File: config.mk
export PLATFORM = sky130hd
export DESIGN_NAME = branch_unit_top
export DESIGN_NICKNAME = d
export VERILOG_FILES = /design/src/rtl/branch_pkg.sv /design/src/rtl/branch_arbiter.sv /design/src/rtl/branch_detector.sv /design/src/rtl/branch_unit_top.sv /design/src/rtl/redirect_controller.sv
export VERILOG_INCLUDE_DIRS = /design/src /design/src/rtl
export SDC_FILE = /design/constraint.sdc
export NUM_CORES = 1
export LEC_CHECK = 0
export CAP_MARGIN = 20
export CORE_ASPECT_RATIO = 1.25
export CORE_MARGIN = 8
export CORE_UTILIZATION = 40
export CTS_CLUSTER_SIZE = 8
export DETAILED_ROUTE_END_ITERATION = 6
export DONT_BUFFER_PORTS = 1
export SLEW_MARGIN = 25
export SYNTH_ARGS = -nofsm -noshare
export SYNTH_HDL_FRONTEND = slang
export SYNTH_SLANG_ARGS = --single-unit
File: constraint.sdc
create_clock -name clock -period 2.4 [get_ports clock]
set_clock_uncertainty 0.2 [all_clocks]
set_input_delay 0.48 -clock clock [delete_from_list [all_inputs] [get_ports clock]]
set_output_delay 0.48 -clock clock [all_outputs]
set_load 0.01 [all_outputs]
File: src/rtl/branch_cfg.svh
// Branch unit configuration

`ifndef BRANCH_CFG_SVH
`define BRANCH_CFG_SVH

// ------------------------------
// Sizes
// ------------------------------

// Width of every instruction address in the processor
`define BRANCH_PC_WIDTH 10

// Number of entries in the branch table
`define BRANCH_COUNT 4

// Wrong-path instructions already in flight when a redirect leaves the unit
`define BRANCH_SHADOW 2

`endif

File: src/rtl/branch_pkg.sv
// Branch unit types

`include "branch_cfg.svh"

package branch_pkg;

    // ------------------------------
    // Addresses and strobes
    // ------------------------------

    // Any instruction address, origin or destination alike
    typedef logic [`BRANCH_PC_WIDTH-1:0] pc_t;

    // One bit per table entry, bit 0 has the highest priority
    typedef logic [`BRANCH_COUNT-1:0] branch_vec_t;

    // ------------------------------
    // Branch conditions
    // ------------------------------

    // Conditions are tested against the flags of the retiring instruction
    // Encodings 6 and 7 are unused and never take the branch
    typedef enum logic [2:0] {
        cond_never    = 3'd0,
        cond_always   = 3'd1,
        cond_zero     = 3'd2,
        cond_nonzero  = 3'd3,
        cond_negative = 3'd4,
        cond_positive = 3'd5
    } condition_e;

endpackage

File: src/rtl/branch_arbiter.sv
// Branch priority arbiter

`include "branch_cfg.svh"

module branch_arbiter
    import branch_pkg::*;
#(
    parameter int PC_WIDTH     = `BRANCH_PC_WIDTH,
    parameter int BRANCH_COUNT = `BRANCH_COUNT
)
(
    input  logic                             clock,
    input  logic                             arst_n,

    // Strobes and destinations from every table entry
    input  branch_vec_t                      cancels,
    input  branch_vec_t                      jumps,
    input  logic [PC_WIDTH*BRANCH_COUNT-1:0] jump_destinations,

    // Selected outcome, registered
    output logic                             cancel,
    output logic                             jump,
    output pc_t                              jump_destination
);

    // The extra top position stands for "no entry jumps"
    localparam int ALL_COUNT = BRANCH_COUNT + 1;

    // ------------------------------
    // Selection helpers
    // ------------------------------

    // Isolates the lowest set bit, so entry 0 wins over all others
    function automatic logic [ALL_COUNT-1:0] priority_grant(
        input logic [ALL_COUNT-1:0] requests
    );
        return requests & (~requests + ALL_COUNT'(1));
    endfunction

    // One-hot pick of a single bit
    function automatic logic select_bit(
        input logic [ALL_COUNT-1:0] selectors,
        input logic [ALL_COUNT-1:0] bits
    );
        return |(selectors & bits);
    endfunction

    // One-hot pick of an address, zero when no selector is set
    function automatic logic [PC_WIDTH-1:0] select_pc(
        input logic [BRANCH_COUNT-1:0]          selectors,
        input logic [PC_WIDTH*BRANCH_COUNT-1:0] words
    );
        logic [PC_WIDTH-1:0] result;
        result = '0;
        for (int n = 0; n < BRANCH_COUNT; n++) begin
            result |= words[n*PC_WIDTH +: PC_WIDTH] & {PC_WIDTH{selectors[n]}};
        end
        return result;
    endfunction

    // ------------------------------
    // Grant and select
    // ------------------------------

    logic                 jumps_any;
    logic [ALL_COUNT-1:0] requests;
    logic [ALL_COUNT-1:0] grant;
    logic [ALL_COUNT-1:0] cancels_all;
    logic                 cancel_next;
    logic [PC_WIDTH-1:0]  destination_next;

    assign jumps_any = |jumps;
    assign requests  = {!jumps_any, jumps};
    assign grant     = priority_grant(requests);

    // With no jump, any matching entry may still annul its instruction
    assign cancels_all = {|cancels, cancels};
    assign cancel_next = select_bit(grant, cancels_all);

    // Dropping the top grant bit leaves the destination at zero with no jump
    assign destination_next = select_pc(grant[BRANCH_COUNT-1:0], jump_destinations);

    always_ff @(posedge clock or negedge arst_n) begin
        if (!arst_n) begin
            cancel           <= 1'b0;
            jump             <= 1'b0;
            jump_destination <= '0;
        end else begin
            cancel           <= cancel_next;
            jump             <= jumps_any;
            jump_destination <= destination_next;
        end
    end

    grant_onehot: assert property (
        @(posedge clock) disable iff (!arst_n) $onehot(grant)
    ) else $error("branch arbiter grant is not one-hot");

    // Downstream relies on a clean zero address when nothing jumps
    idle_destination_zero: assert property (
        @(posedge clock) disable iff (!arst_n) !jump |-> (jump_destination == '0)
    ) else $error("jump_destination nonzero without jump");

endmodule

File: src/rtl/branch_detector.sv
// Branch table entry

module branch_detector
    import branch_pkg::*;
(
    input  logic       clock,
    input  logic       arst_n,

    // Table write port, shared by all entries
    input  logic       config_write,
    input  logic       config_select,
    input  pc_t        config_origin,
    input  pc_t        config_destination,
    input  condition_e config_condition,
    input  logic       config_annul_taken,
    input  logic       config_annul_not_taken,

    // Retiring instruction
    input  logic       instr_valid,
    input  pc_t        instr_pc,
    input  logic       flag_zero,
    input  logic       flag_negative,

    // Result of this entry, one cycle after the instruction
    output logic       jump,
    output logic       cancel,
    output pc_t        destination
);

    // ------------------------------
    // Stored entry
    // ------------------------------

    pc_t        origin_q;
    pc_t        destination_q;
    condition_e condition_q;
    logic       annul_taken_q;
    logic       annul_not_taken_q;

    // Only the entry picked by the index decode takes the write
    always_ff @(posedge clock or negedge arst_n) begin
        if (!arst_n) begin
            origin_q          <= '0;
            destination_q     <= '0;
            condition_q       <= cond_never;
            annul_taken_q     <= 1'b0;
            annul_not_taken_q <= 1'b0;
        end else if (config_write && config_select) begin
            origin_q          <= config_origin;
            destination_q     <= config_destination;
            condition_q       <= config_condition;
            annul_taken_q     <= config_annul_taken;
            annul_not_taken_q <= config_annul_not_taken;
        end
    end

    // ------------------------------
    // Match and condition
    // ------------------------------

    logic matched;
    logic taken;

    // The entry looks only at instructions retiring from its origin
    assign matched = instr_valid && (instr_pc == origin_q);

    always_comb begin
        case (condition_q)
            cond_always:   taken = 1'b1;
            cond_zero:     taken = flag_zero;
            cond_nonzero:  taken = !flag_zero;
            cond_negative: taken = flag_negative;
            // Strictly greater than zero
            cond_positive: taken = !flag_negative && !flag_zero;
            default:       taken = 1'b0;
        endcase
    end

    // ------------------------------
    // Registered result
    // ------------------------------

    // The annul bit follows the direction the branch actually went
    always_ff @(posedge clock or negedge arst_n) begin
        if (!arst_n) begin
            jump   <= 1'b0;
            cancel <= 1'b0;
        end else begin
            jump   <= matched && taken;
            cancel <= matched && (taken ? annul_taken_q : annul_not_taken_q);
        end
    end

    // The arbiter reads the destination in the same cycle as the strobes
    assign destination = destination_q;

    // An entry left at never must stay silent on the next cycle
    never_no_jump: assert property (
        @(posedge clock) disable iff (!arst_n)
        (condition_q == cond_never) |=> !jump
    ) else $error("branch entry with condition never raised jump");

endmodule

File: src/rtl/branch_unit_top.sv
// Multiway branch unit

`include "branch_cfg.svh"

module branch_unit_top
    import branch_pkg::*;
(
    input  logic                              clock,
    input  logic                              arst_n,

    // Table write port
    input  logic                              config_write,
    input  logic [$clog2(`BRANCH_COUNT)-1:0]  config_index,
    input  pc_t                               config_origin,
    input  pc_t                               config_destination,
    input  condition_e                        config_condition,
    input  logic                              config_annul_taken,
    input  logic                              config_annul_not_taken,

    // Retiring instruction, one per cycle
    input  logic                              instr_valid,
    input  pc_t                               instr_pc,
    input  logic                              flag_zero,
    input  logic                              flag_negative,

    // Pulses three cycles after the instruction
    output logic                              redirect,
    output logic                              annul,
    output pc_t                               redirect_pc
);

    localparam int INDEX_WIDTH = $clog2(`BRANCH_COUNT);
    localparam int PC_WIDTH    = `BRANCH_PC_WIDTH;

    // ------------------------------
    // Branch table
    // ------------------------------

    branch_vec_t                       jumps;
    branch_vec_t                       cancels;
    logic [PC_WIDTH*`BRANCH_COUNT-1:0] jump_destinations;

    // Every entry sees the same instruction and checks it in parallel
    for (genvar i = 0; i < `BRANCH_COUNT; i++) begin : gen_entry
        branch_detector detector (
            .clock                  (clock),
            .arst_n                 (arst_n),
            .config_write           (config_write),
            .config_select          (config_index == INDEX_WIDTH'(i)),
            .config_origin          (config_origin),
            .config_destination     (config_destination),
            .config_condition       (config_condition),
            .config_annul_taken     (config_annul_taken),
            .config_annul_not_taken (config_annul_not_taken),
            .instr_valid            (instr_valid),
            .instr_pc               (instr_pc),
            .flag_zero              (flag_zero),
            .flag_negative          (flag_negative),
            .jump                   (jumps[i]),
            .cancel                 (cancels[i]),
            .destination            (jump_destinations[i*PC_WIDTH +: PC_WIDTH])
        );
    end

    // ------------------------------
    // Arbitration and redirect
    // ------------------------------

    logic arb_jump;
    logic arb_cancel;
    pc_t  arb_destination;

    branch_arbiter #(
        .PC_WIDTH     (PC_WIDTH),
        .BRANCH_COUNT (`BRANCH_COUNT)
    ) arbiter (
        .clock             (clock),
        .arst_n            (arst_n),
        .cancels           (cancels),
        .jumps             (jumps),
        .jump_destinations (jump_destinations),
        .cancel            (arb_cancel),
        .jump              (arb_jump),
        .jump_destination  (arb_destination)
    );

    redirect_controller controller (
        .clock            (clock),
        .arst_n           (arst_n),
        .jump             (arb_jump),
        .cancel           (arb_cancel),
        .jump_destination (arb_destination),
        .redirect         (redirect),
        .annul            (annul),
        .redirect_pc      (redirect_pc)
    );

endmodule

File: src/rtl/redirect_controller.sv
// Redirect and annul controller

`include "branch_cfg.svh"

module redirect_controller
    import branch_pkg::*;
(
    input  logic clock,
    input  logic arst_n,

    // Selected outcome from the arbiter
    input  logic jump,
    input  logic cancel,
    input  pc_t  jump_destination,

    // Pulses to the fetch stage
    output logic redirect,
    output logic annul,
    output pc_t  redirect_pc
);

    localparam int SHADOW_WIDTH = $clog2(`BRANCH_SHADOW + 1);

    // ------------------------------
    // Squash shadow
    // ------------------------------

    // Counts the wrong-path results still to come after a redirect
    logic [SHADOW_WIDTH-1:0] shadow_count;
    logic                    accept;
    logic                    redirect_next;

    // Results arriving inside the shadow belong to squashed instructions
    assign accept        = (shadow_count == '0);
    assign redirect_next = accept && jump;

    // The counter loads on the same edge as the redirect pulse, so the very
    // next arbiter result is already dropped
    always_ff @(posedge clock or negedge arst_n) begin
        if (!arst_n) begin
            shadow_count <= '0;
        end else if (redirect_next) begin
            shadow_count <= SHADOW_WIDTH'(`BRANCH_SHADOW);
        end else if (!accept) begin
            shadow_count <= shadow_count - 1'b1;
        end
    end

    // ------------------------------
    // Output pulses
    // ------------------------------

    // Each pulse lasts one cycle since the arbiter result changes every cycle
    // and a redirect is always followed by the shadow
    always_ff @(posedge clock or negedge arst_n) begin
        if (!arst_n) begin
            redirect    <= 1'b0;
            annul       <= 1'b0;
            redirect_pc <= '0;
        end else begin
            redirect    <= redirect_next;
            annul       <= accept && cancel;
            // Held at zero when squashed so the address is clean outside a redirect
            redirect_pc <= accept ? jump_destination : '0;
        end
    end

    // Back-to-back redirects would mean the shadow failed to squash
    no_double_redirect: assert property (
        @(posedge clock) disable iff (!arst_n) redirect |=> !redirect
    ) else $error("redirect asserted on two consecutive cycles");

endmodule

==> results.py <==
metrics = {
    "clock_network": {
        "cts.root.buffer_cell": "clkbuf_16",
        "clock-sinks": 134,
        "cts_resized": 0,
        "clk_pin_slew_ps": 50,
        "clock_latency_ps": 420,
        "cts.path.max_buffers": 2,
        "cts_tree": "yes",
        "cts_buffers": 17,
        "postCtsHoldBufs": 25,
        "h-tree-depth": 4,
        "postCtsSetupBuffers": 0,
    },
    "setup_path": {
        "ff2ff_path_depth": 3,
        "path_max_fanout": 10,
        "setup.worst_path.end_class": "flop",
        "critPathLaunchType": "flop",
        "crit_required_ps": 2550,
        "timing.rr.end": "arbiter.jump_destination[9]",
        "arrival_ps": 1930,
        "r2r_slack_ps": 610,
        "criticalPathCategory": "flop to flop",
        "r2r_start": "gen_entry[1].detector.jump",
    },
    "timing": {
        "worstMarginPinSlew_ps": 641,
        "slew_violations": 0,
        "relSlewSlack_pct": 56.9,
        "hold_violations": 134,
        "clock.fmax_mhz": 560,
        "fin_tns_setup_ps": 0,
        "setup_violations": 0,
        "fin_crit_ps": 1790,
        "final.period_utilization_pct": 74.4,
        "rsz0062_at_grt": "no",
        "hold_ws_ps": -435,
        "fin_ws_ps": 614,
    },
    "final_layout": {
        "final_cell_mix": "dfrtp_1, mux2_2, xnor2_1, dlygate4sd3_1, clkbuf_16",
        "utilization_pct": 48.0,
        "fillers": 1299,
        "antenna_cells": 0,
        "drive_gt1_share_pct": 32.3,
        "layout_commonest_cell": "dfrtp_1",
        "fin_area_sq_um": 6880,
        "nets": 495,
        "syn2layout_area_growth_pct": 18.1,
    },
    "logic_synthesis": {
        "synthesis.nets": 467,
        "synth_cell_types": 38,
        "synth_ff_type": "dfrtp_1",
        "ys_ff_latch": 134,
        "synthCells": 423,
        "synthTopCellsByArea": "dfrtp_1, mux2_2, xnor2_1",
        "avgSynthCellArea_sq_um": 13.8,
        "syn_area_sq_um": 5820,
        "synth_top_area_cell": "dfrtp_1",
        "synth-edff-count": 0,
        "ys_async_sr_fraction_pct": 100,
        "yosys_warnings": 0,
        "yosysSeqAreaShare_pct": 57.6,
        "synth_top_area_share_pct": 57.6,
    },
    "floorplanning": {
        "initial_core_util_pct": 40.6,
        "die_h_microns": 151,
        "num_rows": 49,
        "die-area_sq_um": 18700,
        "core_sq_um": 14300,
        "dieWidth_microns": 124,
        "io_pins": 55,
    },
    "outcome": {
        "violations": "negative hold slack",
        "status": "finished, violations left",
    },
    "grt": {
        "grt.total_usage_pct": 13.4,
        "overflow": 0,
        "grt_pass1_vias": 3641,
        "grt_max_degree": 135,
        "grt_pass1_wl_microns": 19000,
        "antenna_found_initial": 0,
    },
    "route": {
        "ant_nets": 0,
        "drt_iter0_drc": 137,
        "wl_per_cell_microns": 17.9,
        "via_per_inst": 5.28,
        "routed_wl_microns": 11500,
        "drt-pass1-iter-count": 5,
        "dr_total_vias": 3390,
        "drc": 0,
    },
    "placed_design": {
        "place.gp.congestion": 0.777,
        "dp_hpwl_microns": 7430,
        "io_buffers": 0,
        "dp_slack_ps": 585,
        "post_dp_cell_area_sq_um": 5950,
    },
    "power_and_ir_drop": {
        "seq_power_share_pct": 43.7,
        "comb_power_share_pct": 11.8,
        "internal-power_uw": 5010,
        "power.density_nw_per_um2": 937,
        "peakVddDrop_uv": 513,
        "clkPwrFrac_pct": 44.5,
        "p_sw_share_pct": 22.3,
        "static-leakage-power_uw": 0.00292,
        "switchingPower_uw": 1440,
    },
    "job": {
        "cap_violations": 0,
    },
    "hold_path": {
        "hold_class": "input pin to async pin",
    },
}
==> how the worst max path moves through the flow <==
stage / from / to / slack, ps / cells after the start
floorplan: config_index[1] / gen_entry[0].detector.destination[0] / 730 / 3
global placement: instr_pc[1] / gen_entry[1].detector.jump / 590 / 4
detailed placement: instr_pc[1] / gen_entry[1].detector.jump / 580 / 4
CTS: gen_entry[1].detector.jump / arbiter.jump_destination[9] / 570 / 3
global route: gen_entry[1].detector.condition_q[2] / gen_entry[1].detector.cancel / 440 / 4
finish: gen_entry[1].detector.jump / arbiter.jump_destination[9] / 610 / 3
==> cell usage after synthesis (5+ instances only) <==
cell type and number:
a21oi_1 10, a221o_1 10, a22oi_1 12, and2_1 12, buf_2 9, buf_6 5
clkbuf_2 7, dfrtp_1 134, inv_1 11, mux2_2 98, nand4_1 8, nor2_1 11
o21ai_0 13, xnor2_1 38
==> critical path, stage by stage, from the launching register on <==
cell and delay (ps):
dfrtp_1 480, buf_4 220, nor4b_4 570, a221o_1 240
==> power groups by stage <==
| stage | Combinational [uW] | Sequential, uW | Clock [uW] |
|---|---|---|---|
| CTS | 774 | 2820 | 2930 |
| floorplan | 633 | 2790 | 0 |
| global placement | 693 | 2840 | 0 |
| global route | 842 | 2860 | 3030 |
| detailed placement | 720 | 2860 | 0 |
| finish | 761 | 2820 | 2870 |
==> registers in the layout, summed over array words and instances (netlist names) <==
| name | flops |
|---|---|
| controller.redirect_pc | 10 |
| arbiter.cancel | 1 |
| arbiter.jump_destination | 10 |
| controller.redirect | 1 |
| gen_entry.detector.annul_not_taken_q | 4 |
| arbiter.jump | 1 |
| gen_entry.detector.jump | 4 |
| gen_entry.detector.annul_taken_q | 4 |
| gen_entry.detector.origin_q | 40 |
| controller.annul | 1 |
| controller.shadow_count | 2 |
| gen_entry.detector.destination | 40 |
| gen_entry.detector.condition_q | 12 |
| gen_entry.detector.cancel | 4 |
==> metrics by stage <==
step / cells / power [uW] / hold WS [ps]
final: 642 / 6450 / -435
after global routing: 642 / 6730 / -457
after CTS: 640 / 6530 / -455
after detailed placement: 583 / 3580 / -7.64
after global placement: 583 / 3530 / -7.36
after floorplan: 423 / 3420 / -15.6
==> routing by layer <==
metal | up-vias | GRT usage, % | share of wire, %
met3 | 24 | 4.59 | 5.9
met4 | 0 | 6.92 | 2.6
met2 | 73 | 21.8 | 50
met5 | - | 0 | 0
li1 | 1562 | - | -
met1 | 1731 | 15.4 | 42
==> layout make-up <==
cell class                      instances  area (sq um)  share of cell area (%)
Timing Repair Buffer                   34           323                    4.69
Multi-Input combinational cell        253          2280                    33.1
Tap cell                              178           223                    3.24
Clock buffer                           18           429                    6.24
Clock inverter                         14           231                    3.36
Sequential cell                       134          3350                    48.7
Inverter                               11          41.3                   0.600
==> cell families after synthesis <==
group,count (synthesis),synth area share [%]
flip-flops,134,57.6
multiplexers,100,19.3
AND/OR/NAND/NOR,60,7.13
AO/OA/AOI/OAI,52,6.19
XOR/XNOR,40,6.27
buffers and inverters,36,3.31
adder cells (fa/ha/maj),1,0.215
(Power assumes the default switching activity.)
